### src/hw/tdu_pkg.sv
//------------------------------------------------------------
// Trigger unit widths, CSR offsets, request and monitor types
// tdata1 field views and per-trigger state types
//------------------------------------------------------------
`default_nettype none

package tdu_pkg;

    // Data and address width
    localparam int unsigned XLEN       = 32;
    localparam int unsigned CSR_OFFS_W = 3;
    localparam int unsigned ICOUNT_W   = 14;

    // CSR offsets inside the trigger block
    localparam logic [CSR_OFFS_W-1:0] OFFS_TSELECT = 3'd0;
    localparam logic [CSR_OFFS_W-1:0] OFFS_TDATA1  = 3'd1;
    localparam logic [CSR_OFFS_W-1:0] OFFS_TDATA2  = 3'd2;
    localparam logic [CSR_OFFS_W-1:0] OFFS_TINFO   = 3'd4;

    // tdata1 type codes, also the tinfo bit positions
    localparam logic [3:0] TYPE_MCONTROL = 4'd2;
    localparam logic [3:0] TYPE_ICOUNT   = 4'd3;

    typedef enum logic [1:0] {
        CMD_NONE  = 2'd0,
        CMD_WRITE = 2'd1,
        CMD_SET   = 2'd2,
        CMD_CLEAR = 2'd3
    } csr_cmd_e;

    typedef struct packed {
        logic                  req;
        csr_cmd_e              cmd;
        logic [CSR_OFFS_W-1:0] addr;
        logic [XLEN-1:0]       wdata;
    } csr_req_s;

    // Instruction in execute, req marks retirement
    typedef struct packed {
        logic            vd;
        logic            req;
        logic [XLEN-1:0] addr;
    } imon_s;

    // Load or store access from the LSU
    typedef struct packed {
        logic            vd;
        logic            load;
        logic            store;
        logic [XLEN-1:0] addr;
    } dmon_s;

    //--------------------------------------------------------
    // tdata1 views
    //--------------------------------------------------------

    // Address match trigger
    typedef struct packed {
        logic [3:0] tr_type;
        logic       dmode;
        logic [5:0] maskmax;
        logic       hit;
        logic       select;
        logic       timing;
        logic [5:0] action;
        logic       chain;
        logic [3:0] match;
        logic       m;
        logic       rsvd;
        logic       s;
        logic       u;
        logic       execute;
        logic       store;
        logic       load;
    } mcontrol_s;

    // Instruction count trigger
    typedef struct packed {
        logic [3:0]          tr_type;
        logic                dmode;
        logic [1:0]          rsvd_hi;
        logic                hit;
        logic [ICOUNT_W-1:0] count;
        logic                m;
        logic [2:0]          rsvd_lo;
        logic [5:0]          action;
    } icount_s;

    // Same word, decoded by the kind of the selected trigger
    typedef union packed {
        mcontrol_s       mc;
        icount_s         ic;
        logic [XLEN-1:0] raw;
    } tdata1_u;

    //--------------------------------------------------------
    // Stored trigger state
    //--------------------------------------------------------

    typedef struct packed {
        logic m;
        logic execute;
        logic load;
        logic store;
        logic action;
        logic hit;
    } mc_state_s;

    typedef struct packed {
        logic                m;
        logic                action;
        logic                hit;
        logic [ICOUNT_W-1:0] count;
        logic                skip;
    } ic_state_s;

endpackage

`default_nettype wire

### src/hw/tdu_csr_port.sv
//------------------------------------------------------------
// CSR access port: tselect, write strobes, read multiplexer
//------------------------------------------------------------
`timescale 1ns/1ps
`default_nettype none

module tdu_csr_port import tdu_pkg::*; #(
    parameter int unsigned MTRIG_NUM = 2
) (
    input  wire logic                           clk,
    input  wire logic                           rst_n,
    input  wire csr_req_s                       csr_req_i,
    input  wire mc_state_s [MTRIG_NUM-1:0]      mc_state_i,
    input  wire logic [MTRIG_NUM-1:0][XLEN-1:0] tdata2_i,
    input  wire ic_state_s                      ic_state_i,
    output logic [XLEN-1:0]                     csr_rdata_o,
    output tdata1_u                             wr_data_o,
    output logic [MTRIG_NUM-1:0]                mc_we_o,
    output logic [MTRIG_NUM-1:0]                td2_we_o,
    output logic                                ic_we_o
);

    localparam int unsigned ALLTRIG_NUM = MTRIG_NUM + 1;
    localparam int unsigned TSEL_W      = $clog2(ALLTRIG_NUM);

    logic [TSEL_W-1:0] tsel_q;
    logic              sel_ic;
    logic              wr_req;
    tdata1_u           rd_word;
    tdata1_u           wr_data;

    // Icount trigger sits above the address triggers
    assign sel_ic = (tsel_q == TSEL_W'(MTRIG_NUM));

    //--------------------------------------------------------
    // Read multiplexer
    //--------------------------------------------------------
    always_comb begin
        rd_word = '0;
        if (csr_req_i.req) begin
            case (csr_req_i.addr)
                OFFS_TSELECT: begin
                    rd_word.raw = XLEN'(tsel_q);
                end
                OFFS_TDATA1: begin
                    if (sel_ic) begin
                        rd_word.ic.tr_type = TYPE_ICOUNT;
                        rd_word.ic.hit     = ic_state_i.hit;
                        rd_word.ic.count   = ic_state_i.count;
                        rd_word.ic.m       = ic_state_i.m;
                        rd_word.ic.action  = {5'b0, ic_state_i.action};
                    end
                    for (int i = 0; i < MTRIG_NUM; i++) begin
                        if (tsel_q == TSEL_W'(i)) begin
                            rd_word.mc.tr_type = TYPE_MCONTROL;
                            rd_word.mc.hit     = mc_state_i[i].hit;
                            rd_word.mc.action  = {5'b0, mc_state_i[i].action};
                            rd_word.mc.m       = mc_state_i[i].m;
                            rd_word.mc.execute = mc_state_i[i].execute;
                            rd_word.mc.store   = mc_state_i[i].store;
                            rd_word.mc.load    = mc_state_i[i].load;
                        end
                    end
                end
                OFFS_TDATA2: begin
                    // No tdata2 behind icount, reads zero
                    for (int i = 0; i < MTRIG_NUM; i++) begin
                        if (tsel_q == TSEL_W'(i)) begin
                            rd_word.raw = tdata2_i[i];
                        end
                    end
                end
                OFFS_TINFO: begin
                    rd_word.raw[sel_ic ? TYPE_ICOUNT : TYPE_MCONTROL] = 1'b1;
                end
                default: begin
                end
            endcase
        end
    end

    //--------------------------------------------------------
    // Write data merge
    //--------------------------------------------------------
    always_comb begin
        wr_req  = 1'b0;
        wr_data = '0;
        case (csr_req_i.cmd)
            CMD_WRITE: begin
                wr_req      = 1'b1;
                wr_data.raw = csr_req_i.wdata;
            end
            CMD_SET: begin
                wr_req      = |csr_req_i.wdata;
                wr_data.raw = rd_word.raw | csr_req_i.wdata;
            end
            CMD_CLEAR: begin
                wr_req      = |csr_req_i.wdata;
                wr_data.raw = rd_word.raw & ~csr_req_i.wdata;
            end
            default: begin
            end
        endcase
        wr_req = wr_req & csr_req_i.req;
    end

    // One-hot strobes from offset and tselect
    always_comb begin
        for (int i = 0; i < MTRIG_NUM; i++) begin
            mc_we_o[i]  = wr_req & (csr_req_i.addr == OFFS_TDATA1) & (tsel_q == TSEL_W'(i));
            td2_we_o[i] = wr_req & (csr_req_i.addr == OFFS_TDATA2) & (tsel_q == TSEL_W'(i));
        end
    end

    assign ic_we_o = wr_req & (csr_req_i.addr == OFFS_TDATA1) & sel_ic;

    // tselect keeps its value on an out-of-range write
    always_ff @(posedge clk) begin
        if (!rst_n) begin
            tsel_q <= '0;
        end else if (wr_req && csr_req_i.addr == OFFS_TSELECT &&
                     wr_data.raw < XLEN'(ALLTRIG_NUM)) begin
            tsel_q <= wr_data.raw[TSEL_W-1:0];
        end
    end

    assign csr_rdata_o = rd_word.raw;
    assign wr_data_o   = wr_data;

endmodule

`default_nettype wire

### src/hw/tdu_mcontrol_bank.sv
//------------------------------------------------------------
// Address trigger bank: mcontrol fields and tdata2 words
//------------------------------------------------------------
`timescale 1ns/1ps
`default_nettype none

module tdu_mcontrol_bank import tdu_pkg::*; #(
    parameter int unsigned MTRIG_NUM = 2
) (
    input  wire logic                      clk,
    input  wire logic                      rst_n,
    input  wire tdata1_u                   wr_data_i,
    input  wire logic [MTRIG_NUM-1:0]      mc_we_i,
    input  wire logic [MTRIG_NUM-1:0]      td2_we_i,
    input  wire logic [MTRIG_NUM-1:0]      bp_retire_i,
    output mc_state_s [MTRIG_NUM-1:0]      mc_state_o,
    output logic [MTRIG_NUM-1:0][XLEN-1:0] tdata2_o
);

    mc_state_s [MTRIG_NUM-1:0]      mc_q;
    logic [MTRIG_NUM-1:0][XLEN-1:0] td2_q;

    //--------------------------------------------------------
    // mcontrol fields
    //--------------------------------------------------------
    always_ff @(posedge clk) begin
        if (!rst_n) begin
            mc_q <= '0;
        end else begin
            for (int i = 0; i < MTRIG_NUM; i++) begin
                if (mc_we_i[i]) begin
                    mc_q[i].m       <= wr_data_i.mc.m;
                    mc_q[i].execute <= wr_data_i.mc.execute;
                    mc_q[i].load    <= wr_data_i.mc.load;
                    mc_q[i].store   <= wr_data_i.mc.store;
                    // Only action code 1 enters debug mode
                    mc_q[i].action  <= (wr_data_i.mc.action == 6'd1);
                    mc_q[i].hit     <= wr_data_i.mc.hit;
                end else if (bp_retire_i[i]) begin
                    // Sticky until software clears it
                    mc_q[i].hit <= 1'b1;
                end
            end
        end
    end

    //--------------------------------------------------------
    // tdata2 match addresses
    //--------------------------------------------------------
    always_ff @(posedge clk) begin
        if (!rst_n) begin
            td2_q <= '0;
        end else begin
            for (int i = 0; i < MTRIG_NUM; i++) begin
                if (td2_we_i[i]) begin
                    td2_q[i] <= wr_data_i.raw;
                end
            end
        end
    end

    assign mc_state_o = mc_q;
    assign tdata2_o   = td2_q;

endmodule

`default_nettype wire

### src/hw/tdu_icount.sv
//------------------------------------------------------------
// Instruction count trigger with one-instruction skip
//------------------------------------------------------------
`timescale 1ns/1ps
`default_nettype none

module tdu_icount import tdu_pkg::*; (
    input  wire logic    clk,
    input  wire logic    rst_n,
    input  wire logic    tdu_dsbl_i,
    input  wire tdata1_u wr_data_i,
    input  wire logic    ic_we_i,
    input  wire imon_s   imon_i,
    input  wire logic    retire_i,
    output ic_state_s    ic_state_o,
    output logic         ic_hit_o
);

    ic_state_s ic_q;
    logic      armed;
    logic      step;

    assign armed = ~tdu_dsbl_i & ic_q.m;

    // Retiring instruction while counting
    assign step = armed & imon_i.vd & imon_i.req & (ic_q.count != '0);

    always_ff @(posedge clk) begin
        if (!rst_n) begin
            ic_q <= '0;
        end else if (ic_we_i) begin
            ic_q.m      <= wr_data_i.ic.m;
            ic_q.action <= (wr_data_i.ic.action == 6'd1);
            ic_q.hit    <= wr_data_i.ic.hit;
            ic_q.count  <= wr_data_i.ic.count;
            // Skip the instruction that wrote the CSR
            ic_q.skip   <= wr_data_i.ic.m;
        end else begin
            if (retire_i) begin
                ic_q.hit <= 1'b1;
            end
            if (step) begin
                if (ic_q.skip) begin
                    ic_q.skip <= 1'b0;
                end else begin
                    ic_q.count <= ic_q.count - 1'b1;
                end
            end
        end
    end

    // Fires on the last counted instruction
    assign ic_hit_o   = armed & imon_i.vd & (ic_q.count == ICOUNT_W'(1)) & ~ic_q.skip;
    assign ic_state_o = ic_q;

endmodule

`default_nettype wire

### src/hw/tdu_match.sv
//------------------------------------------------------------
// Address comparators, breakpoint requests, debug entry
//------------------------------------------------------------
`timescale 1ns/1ps
`default_nettype none

module tdu_match import tdu_pkg::*; #(
    parameter  int unsigned MTRIG_NUM   = 2,
    localparam int unsigned ALLTRIG_NUM = MTRIG_NUM + 1
) (
    input  wire logic                           tdu_dsbl_i,
    input  wire mc_state_s [MTRIG_NUM-1:0]      mc_state_i,
    input  wire logic [MTRIG_NUM-1:0][XLEN-1:0] tdata2_i,
    input  wire ic_state_s                      ic_state_i,
    input  wire logic                           ic_hit_i,
    input  wire imon_s                          imon_i,
    input  wire dmon_s                          dmon_i,
    input  wire logic [ALLTRIG_NUM-1:0]         bp_retire_i,
    output logic [ALLTRIG_NUM-1:0]              ibrkpt_match_o,
    output logic                                ibrkpt_exc_req_o,
    output logic [MTRIG_NUM-1:0]                dbrkpt_match_o,
    output logic                                dbrkpt_exc_req_o,
    output logic                                dmode_req_o
);

    logic [MTRIG_NUM-1:0] exec_hit;
    logic [MTRIG_NUM-1:0] ldst_hit;

    //--------------------------------------------------------
    // Per-trigger comparators
    //--------------------------------------------------------
    always_comb begin
        for (int i = 0; i < MTRIG_NUM; i++) begin
            // Breakpoint on fetch address
            exec_hit[i] = ~tdu_dsbl_i
                        & mc_state_i[i].m
                        & mc_state_i[i].execute
                        & imon_i.vd
                        & (imon_i.addr == tdata2_i[i]);
            // Watchpoint on load or store address
            ldst_hit[i] = ~tdu_dsbl_i
                        & mc_state_i[i].m
                        & dmon_i.vd
                        & ((mc_state_i[i].load & dmon_i.load)
                         | (mc_state_i[i].store & dmon_i.store))
                        & (dmon_i.addr == tdata2_i[i]);
        end
    end

    // Icount in the top bit
    assign ibrkpt_match_o   = {ic_hit_i, exec_hit};
    assign ibrkpt_exc_req_o = (|exec_hit) | ic_hit_i;
    assign dbrkpt_match_o   = ldst_hit;
    assign dbrkpt_exc_req_o = |ldst_hit;

    //--------------------------------------------------------
    // Debug mode entry on retirement
    //--------------------------------------------------------
    always_comb begin
        dmode_req_o = ic_state_i.action & bp_retire_i[MTRIG_NUM];
        for (int i = 0; i < MTRIG_NUM; i++) begin
            dmode_req_o = dmode_req_o | (mc_state_i[i].action & bp_retire_i[i]);
        end
    end

endmodule

`default_nettype wire

### src/hw/tdu_top.sv
//------------------------------------------------------------
// Trigger debug unit top level
//------------------------------------------------------------
`timescale 1ns/1ps
`default_nettype none

module tdu_top import tdu_pkg::*; #(
    parameter  int unsigned MTRIG_NUM   = 2,
    localparam int unsigned ALLTRIG_NUM = MTRIG_NUM + 1
) (
    input  wire logic                   clk,
    input  wire logic                   rst_n,
    input  wire logic                   tdu_dsbl_i,
    input  wire csr_req_s               csr_req_i,
    input  wire imon_s                  imon_i,
    input  wire dmon_s                  dmon_i,
    input  wire logic [ALLTRIG_NUM-1:0] bp_retire_i,
    output logic [XLEN-1:0]             csr_rdata_o,
    output logic [ALLTRIG_NUM-1:0]      ibrkpt_match_o,
    output logic                        ibrkpt_exc_req_o,
    output logic [MTRIG_NUM-1:0]        dbrkpt_match_o,
    output logic                        dbrkpt_exc_req_o,
    output logic                        dmode_req_o
);

    // CSR port to trigger state
    tdata1_u                        wr_data;
    logic [MTRIG_NUM-1:0]           mc_we;
    logic [MTRIG_NUM-1:0]           td2_we;
    logic                           ic_we;

    // Trigger state to comparators and read mux
    mc_state_s [MTRIG_NUM-1:0]      mc_state;
    logic [MTRIG_NUM-1:0][XLEN-1:0] tdata2;
    ic_state_s                      ic_state;
    logic                           ic_hit;

    tdu_csr_port #(
        .MTRIG_NUM (MTRIG_NUM)
    ) u_csr_port (
        .clk         (clk),
        .rst_n       (rst_n),
        .csr_req_i   (csr_req_i),
        .mc_state_i  (mc_state),
        .tdata2_i    (tdata2),
        .ic_state_i  (ic_state),
        .csr_rdata_o (csr_rdata_o),
        .wr_data_o   (wr_data),
        .mc_we_o     (mc_we),
        .td2_we_o    (td2_we),
        .ic_we_o     (ic_we)
    );

    tdu_mcontrol_bank #(
        .MTRIG_NUM (MTRIG_NUM)
    ) u_mcontrol_bank (
        .clk         (clk),
        .rst_n       (rst_n),
        .wr_data_i   (wr_data),
        .mc_we_i     (mc_we),
        .td2_we_i    (td2_we),
        .bp_retire_i (bp_retire_i[MTRIG_NUM-1:0]),
        .mc_state_o  (mc_state),
        .tdata2_o    (tdata2)
    );

    tdu_icount u_icount (
        .clk        (clk),
        .rst_n      (rst_n),
        .tdu_dsbl_i (tdu_dsbl_i),
        .wr_data_i  (wr_data),
        .ic_we_i    (ic_we),
        .imon_i     (imon_i),
        .retire_i   (bp_retire_i[MTRIG_NUM]),
        .ic_state_o (ic_state),
        .ic_hit_o   (ic_hit)
    );

    tdu_match #(
        .MTRIG_NUM (MTRIG_NUM)
    ) u_match (
        .tdu_dsbl_i       (tdu_dsbl_i),
        .mc_state_i       (mc_state),
        .tdata2_i         (tdata2),
        .ic_state_i       (ic_state),
        .ic_hit_i         (ic_hit),
        .imon_i           (imon_i),
        .dmon_i           (dmon_i),
        .bp_retire_i      (bp_retire_i),
        .ibrkpt_match_o   (ibrkpt_match_o),
        .ibrkpt_exc_req_o (ibrkpt_exc_req_o),
        .dbrkpt_match_o   (dbrkpt_match_o),
        .dbrkpt_exc_req_o (dbrkpt_exc_req_o),
        .dmode_req_o      (dmode_req_o)
    );

endmodule

`default_nettype wire

### config.mk
export PLATFORM = sky130hd
export DESIGN_NAME = tdu_top
export DESIGN_NICKNAME = d
export VERILOG_FILES = /design/src/hw/tdu_pkg.sv /design/src/hw/tdu_csr_port.sv /design/src/hw/tdu_mcontrol_bank.sv /design/src/hw/tdu_icount.sv /design/src/hw/tdu_match.sv /design/src/hw/tdu_top.sv
export SDC_FILE = /design/constraint.sdc
export NUM_CORES = 1
export LEC_CHECK = 0
export BUFFER_PORTS_ARGS = -buffer_cell sky130_fd_sc_hd__clkbuf_2
export CORE_UTILIZATION = 30
export CTS_CLUSTER_DIAMETER = 100
export DETAILED_ROUTE_END_ITERATION = 8
export PLACE_DENSITY_LB_ADDON = 0.25
export SYNTH_ARGS = -nofsm -noshare
export SYNTH_HDL_FRONTEND = slang
export SYNTH_SLANG_ARGS = --single-unit
export TNS_END_PERCENT = 5
### constraint.sdc
create_clock -name clk -period 2.4 [get_ports clk]
set_input_delay 0.12 -clock clk [delete_from_list [all_inputs] [get_ports clk]]
set_output_delay 0.12 -clock clk [all_outputs]
set_load 0.1 [all_outputs]
==> results of run 1 <==
## how the worst max path moves through the flow
| stage | endpoint | slack [ps] | depth (start not counted) |
|---|---|---|---|
| after CTS | u_csr_port.tsel_q[1]$_SDFFE_PN0P_ | -50 | 10 |
| final | u_csr_port.tsel_q[1]$_SDFFE_PN0P_ | -20 | 11 |
| after global placement | u_csr_port.tsel_q[1]$_SDFFE_PN0P_ | -60 | 10 |
| after global routing | ibrkpt_exc_req_o | -90 | 7 |
| after floorplan | csr_rdata_o[0] | -490 | 7 |
| after detailed placement | u_csr_port.tsel_q[1]$_SDFFE_PN0P_ | -70 | 10 |
## registers in the layout, indices dropped and copies added (netlist names)
| signal | count |
|---|---|
| u_csr_port.tsel_q | 2 |
| u_icount.ic_state_o | 18 |
| u_mcontrol_bank.mc_state_o | 12 |
| u_mcontrol_bank.tdata2_o | 64 |
## cells in the final DEF, fill, tap and decap left out, types with 11 or more instances in the layout
master	n
xnor2_1	80
a211oi_1	73
dfxtp_1	86
xor2_1	52
buf_4	114
buf_12	47
mux2_2	14
nand4_1	28
nor3_1	35
a32oi_1	11
mux2i_1	28
clkbuf_2	113
a21oi_1	25
nor4_1	18
nor2_1	130
nand2_1	31
## power breakdown
part	switching (mW)	total, mW	internal (mW)
Sequential	0.0249	1.64	1.61
Clock	0.702	1.62	0.921
Combinational	0.472	0.814	0.342
## area by class of cell
type | instances | area [sq um]
timing repair buffer | 274 | 2360
multi-input combinational | 672 | 4980
clock buffer | 10 | 229
fill | 2244 | 12700
clock inverter | 6 | 92.6
sequential | 96 | 1940
tap | 285 | 357
inverter | 9 | 33.8
## timing repair
action | CTS | global route
setup buffers | 0 | 2
pin swaps | 1 | 11
resized for setup | 15 | 25
endpoints found under the setup margin | 10 | 13
hold buffers | 0 | 0
## metrics by stage
| step | utilization, % | setup WS, ps | instance area (sq um) |
|---|---|---|---|
| final | 44.0 | -24.2 | 9990 |
| after detailed placement | 41.6 | -71.9 | 9450 |
| after global placement | 41.6 | -62.8 | 9450 |
| after global routing | 44.0 | -93.5 | 9990 |
| after CTS | 43.3 | -54.9 | 9840 |
| after floorplan | - | -494 | 7050 |
## worst max-delay path, delay by kind of cell, from the launching register on
| family | cells | cell delay (ps) |
|---|---|---|
| AOI/OAI and AO/OA | 2 | 320 |
| and+or+nand+nor | 5 | 830 |
| muxes | 1 | 280 |
| buffers and inverters | 3 | 490 |
| DFF | 1 | 390 |
## layer usage
| metal | up-vias | track usage [%] |
|---|---|---|
| li1 | 3516 | - |
| met1 | 3424 | 33.3 |
| met2 | 307 | 38.1 |
| met3 | 60 | 3.73 |
| met4 | 2 | 11.7 |
| met5 | - | 0 |
## cells by family (layout without fill, tap and decap cells)
logic type	count (synthesis)	after routing	share of synthesized area (%)
AO/OA/AOI/OAI	166	166	18.2
XOR/XNOR	143	143	18.0
adder cells (fa/ha/maj)	3	3	0.502
buffers and inverters	60	299	5.27
flip-flops	96	96	27.6
multiplexers	47	47	7.14
AND/OR/NAND/NOR	313	313	23.4
==> results.toml, run 1 <==
[yosys]
synth_ff_type = "dfxtp_1"
yosysUniqueCellTypes = 78
synth_edf_count = 0
synth.ff_latch_count = 96
yosysWarningCount = 0
postSynthCellCount = 828
synth.most_common_cell = "nor2_1"
yosysTopAreaCell = "dfxtp_1"
yosysTopAreaCellShare_pct = 27.6
synth_seq_area_share_pct = 27.6
synth_area_per_cell_sq_um = 8.42
syn_area_sq_um = 6980
synth_area_leaders = "dfxtp_1 28%, xnor2_1 11%, a211oi_1 7.9%, nor2_1 7.0%, xor2_1 6.7%"
synth-async-reset-ratio_pct = 0
syn-num-nets = 943
yosys-top-cells-count = "131 x nor2_1, 96 x dfxtp_1, 90 x xnor2_1"

[power]
total_power_mw = 4.07
ir_drop_mv = 0.256
p_leak_nw = 3.75
p_per_area_nw_per_um2 = 408

[cts]
cts_inserted_buffers = 9
numClockSinks = 96
clk_latency_ps = 360
cts-root-buf = "clkbuf_16"
htreeDepth = 3
clkTransAtPathRegs_ps = 70
cts_buffer_depth = 2
tritoncts = "done"

[route]
initialDrtViolationCount = 626
vias = 7309
wl_mm = 29.3
drt_first_pass_iters = 5
drt-met1-wl_mm = 13.3
route.met3.wl_mm = 1.84
top_layer_used = "met5"
ant_nets = 0
drcViolationCount = 0
wl_met2_mm = 12.9
vias_per_cell = 5.41
routedWlPerCell_um = 21.6

[sta]
drv_slew = 0
setup_viol_count_final = 3
min_period_over_period_pct = 101
fin_ws_ps = -24.2
tightest_slew_ps = 739
skew_ps = 6.25
worst_hold_slack_ps = 105
hold_viol_final = 0
fmax_mhz = 413
period_minus_slack_ps = 2420
tns_ps = -47.7
rsz0062_at_grt = "true"
relSlewSlack_pct = 50.3

[final_layout]
antenna_cells = 0
stdcell_count = 1352
nets = 1177
drive_above_1_share_pct = 35.7
area_delta_synth_final_pct = 43.2

[grt]
grt.overflow.total = 0
antenna_found_initial = 2
grt_pass1_vias = 7076
grt.total_usage_pct = 24.6
grt_pass1_wl_mm = 43.2
grt_max_degree = 60

[setup_path]
worstPathCellList = "buf_4 > buf_4 > nor2b_1 > a22oi_2 > o22ai_1 > mux2_4 > nand4b_1 > nor3_2 > buf_4 > nand4_1 > and3_1"
worst_path_most_repeated_cell = "buf_4"
slowest_delay_ps = 390
critPathKind = "flip-flop to flip-flop"
cp-end-kind = "flip-flop"
crit_fanout = 7
cpMaxStageDelayCell = "dfxtp_4"
cp_data_arrival_time_ps = 2670
timing.rr.start = "u_csr_port.tsel_q[0]$_SDFFE_PN0P_"
crit_start = "u_csr_port.tsel_q[0]$_SDFFE_PN0P_"
worstPathRequired_ps = 2650
worstReg2RegEnd = "u_csr_port.tsel_q[1]$_SDFFE_PN0P_"
worst-r2r-setup-slack_ps = -20
startpoint_type = "flip-flop"
rr_worst_depth = 11

[die]
die-area_sq_um = 23900
pin_count = 153
die_h_um = 154
die_x_um = 154
rows = 55
initial_core_util_pct = 30.7
core_sq_um = 22700

[placement]
dp_hpwl_mm = 23.8
portBuffers = 152
gp_congestion = 0.970
dp_cells = 1334

[min_path]
hold_class = "input pin to flip-flop"
hold_path.startpoint = "rst_n"
min_to = "u_icount.ic_state_o[14]$_SDFFE_PN0P_"
hold_path_depth = 2

[outcome]
status = "finished with violations"
violations = "setup timing"

[flow_run]
cap_violations = 0
No activity file was read; power rests on OpenSTA's default activity.
==> run 2: changes to the inputs <==
--- a/config.mk
+++ b/config.mk
@@ -6,6 +6,8 @@
 export NUM_CORES = 1
 export LEC_CHECK = 0
 export BUFFER_PORTS_ARGS = -buffer_cell sky130_fd_sc_hd__clkbuf_2
+export CELL_PAD_IN_SITES_DETAIL_PLACEMENT = 1
+export CELL_PAD_IN_SITES_GLOBAL_PLACEMENT = 1
 export CORE_UTILIZATION = 30
 export CTS_CLUSTER_DIAMETER = 100
 export DETAILED_ROUTE_END_ITERATION = 8
==> run 2 against run 1 <==
  * The flow still finishes with violations (setup timing)
  * Final area is 3.9% higher
  * Final cell count increased by 0.67%
  * Non-clock buffer count is 9 higher
  * Sequential power barely moved
  * Core utilization grew 1.7 points
  * Routed wire length grew 9.1%
  * Register-to-register slack improved by 80 ps
  * Total power is 0.16% higher
  * Critical endpoint is now ibrkpt_exc_req_o
  * Largest cell class unchanged
==> results.toml, run 2 (same netlist as run 1, synthesis figures left out) <==
[outcome]
status = "finished with violations"
violations = "setup timing"

[grt]
antenna_found_initial = 0
grt_pass1_wl_mm = 46.9
grt.total_usage_pct = 26.4
grt_pass1_vias = 7658
grt_max_degree = 39
grt.overflow.total = 0

[min_path]
min_to = "u_icount.ic_state_o[14]$_SDFFE_PN0P_"
hold_path.startpoint = "rst_n"
hold_path_depth = 2
hold_class = "input pin to flip-flop"

[setup_path]
worst-r2r-setup-slack_ps = 60
rr_worst_depth = 10
critPathKind = "flip-flop to output port"
cp-end-kind = "output port"
timing.rr.start = "u_csr_port.tsel_q[0]$_SDFFE_PN0P_"
worstPathRequired_ps = 2280
crit_fanout = 4
startpoint_type = "flip-flop"
worstReg2RegEnd = "u_csr_port.tsel_q[1]$_SDFFE_PN0P_"
cp_data_arrival_time_ps = 2310

[cts]
tritoncts = "done"
clkTransAtPathRegs_ps = 70
hold_buffers = 0
cts_inserted_buffers = 9
cts-root-buf = "clkbuf_16"
cts_buffer_depth = 2
numClockSinks = 96
htreeDepth = 3
clk_latency_ps = 360

[placement]
placed_area_sq_um = 9430
dp_hpwl_mm = 25.5
dp_cells = 1327
portBuffers = 152
gp_congestion = 0.943
place_ws_ps = -106

[sta]
relSlewSlack_pct = 48.2
period_minus_slack_ps = 2430
drv_slew = 0
tightest_slew_ps = 775
setup_viol_count_final = 2
fmax_mhz = 412
skew_ps = 9.70
hold_viol_final = 0
fin_ws_ps = -25.2
rsz0062_at_grt = "true"
min_period_over_period_pct = 101

[final_layout]
largest_reg_flops = 64
area_delta_synth_final_pct = 48.8
post-route-util_pct = 45.7
stdcell_area_sq_um = 10400
stdcell_count = 1361
nets = 1186
antenna_cells = 0
layout_commonest_cell = "nor2_1"
final_cell_mix = "129 x nor2_1, 113 x clkbuf_2, 113 x buf_4"
drive_above_1_share_pct = 40.9

[die]
rows = 55
die-area_sq_um = 23900
pin_count = 153
initial_core_util_pct = 30.7
die_x_um = 154
core_sq_um = 22700
die_h_um = 154

[route]
wl_met2_mm = 14.7
route.met3.wl_mm = 1.56
top_layer_used = "met4"
drt-met1-wl_mm = 14.6
drt_first_pass_iters = 5
vias = 7555
initialDrtViolationCount = 547
drcViolationCount = 0
wl_mm = 31.9
routedWlPerCell_um = 23.5
ant_nets = 0
vias_per_cell = 5.55

[power]
p_per_area_nw_per_um2 = 393
ir_drop_mv = 0.272
p_leak_nw = 3.90
total_power_mw = 4.08

[flow_run]
cap_violations = 0
[run 2: cell count changes in the layout (fill, tap and decap cells not counted), sizes merged]
cell / delta
inv: +3
buf: +8
bufinv: -1
clkinvlp: -1
[run 2: worst max-delay path by stage]
stage                                              start  slack [ps]  cells past startpoint                                end
6_report       u_mcontrol_bank.tdata2_o[57]$_SDFFE_PN0P_         -30                      7                   ibrkpt_exc_req_o
3_5_place_dp           u_csr_port.tsel_q[1]$_SDFFE_PN0P_        -110                     10  u_csr_port.tsel_q[1]$_SDFFE_PN0P_
5_1_grt              u_icount.ic_state_o[3]$_SDFFE_PN0P_        -100                      7                   ibrkpt_exc_req_o
2_1_floorplan          u_csr_port.tsel_q[1]$_SDFFE_PN0P_        -490                      7                     csr_rdata_o[0]
4_1_cts        u_mcontrol_bank.tdata2_o[31]$_SDFFE_PN0P_        -100                      7                   ibrkpt_exc_req_o
3_3_place_gp           u_csr_port.tsel_q[0]$_SDFFE_PN0P_         -60                      8  u_csr_port.tsel_q[1]$_SDFFE_PN0P_
[run 2: where the power goes]
part	switching [mW]	internal, mW
combinational	0.502	0.359
clock	0.753	0.835
sequential	0.0289	1.60
total	1.28	2.79
[run 2: layer usage]
metal  up-vias  GRT usage [%]
met5         -              0
met1      3694           35.7
li1       3546              -
met4         0           10.6
met3        49           3.11
met2       266           42.6
[run 2: layout make-up]
| cell class | instances | area (sq um) |
|---|---|---|
| Multi-Input combinational cell | 672 | 5200 |
| Clock buffer | 9 | 225 |
| Tap cell | 285 | 357 |
| Timing Repair Buffer | 283 | 2490 |
| Fill cell | 2623 | 12300 |
| Sequential cell | 96 | 1990 |
| Clock inverter | 7 | 86.3 |
| Inverter | 9 | 33.8 |
[run 2: through the flow]
stage	setup TNS [ps]	hold slack, ps
2_1_floorplan	-6010	251
3_3_place_gp	-56.8	445
3_5_place_dp	-283	449
4_1_cts	-200	69.5
5_1_grt	-414	80.4
6_report	-33.4	77.1
[run 2: repair_timing]
item,4_1_cts,5_1_grt
gates cloned,0,1
buffers inserted,2,15
pin swaps,15,37
resized for setup,52,61
hold endpoints to repair,0,0
endpoints found under the setup margin,14,22
[run 2: critical path: stages, from the launching register on]
cell and delay [ps]:
dfxtp_4 390, xnor2_2 110, nand4_1 190, nor4_2 320, nand4_1 230, nor4_4 340
or3_4 200, buf_12 160
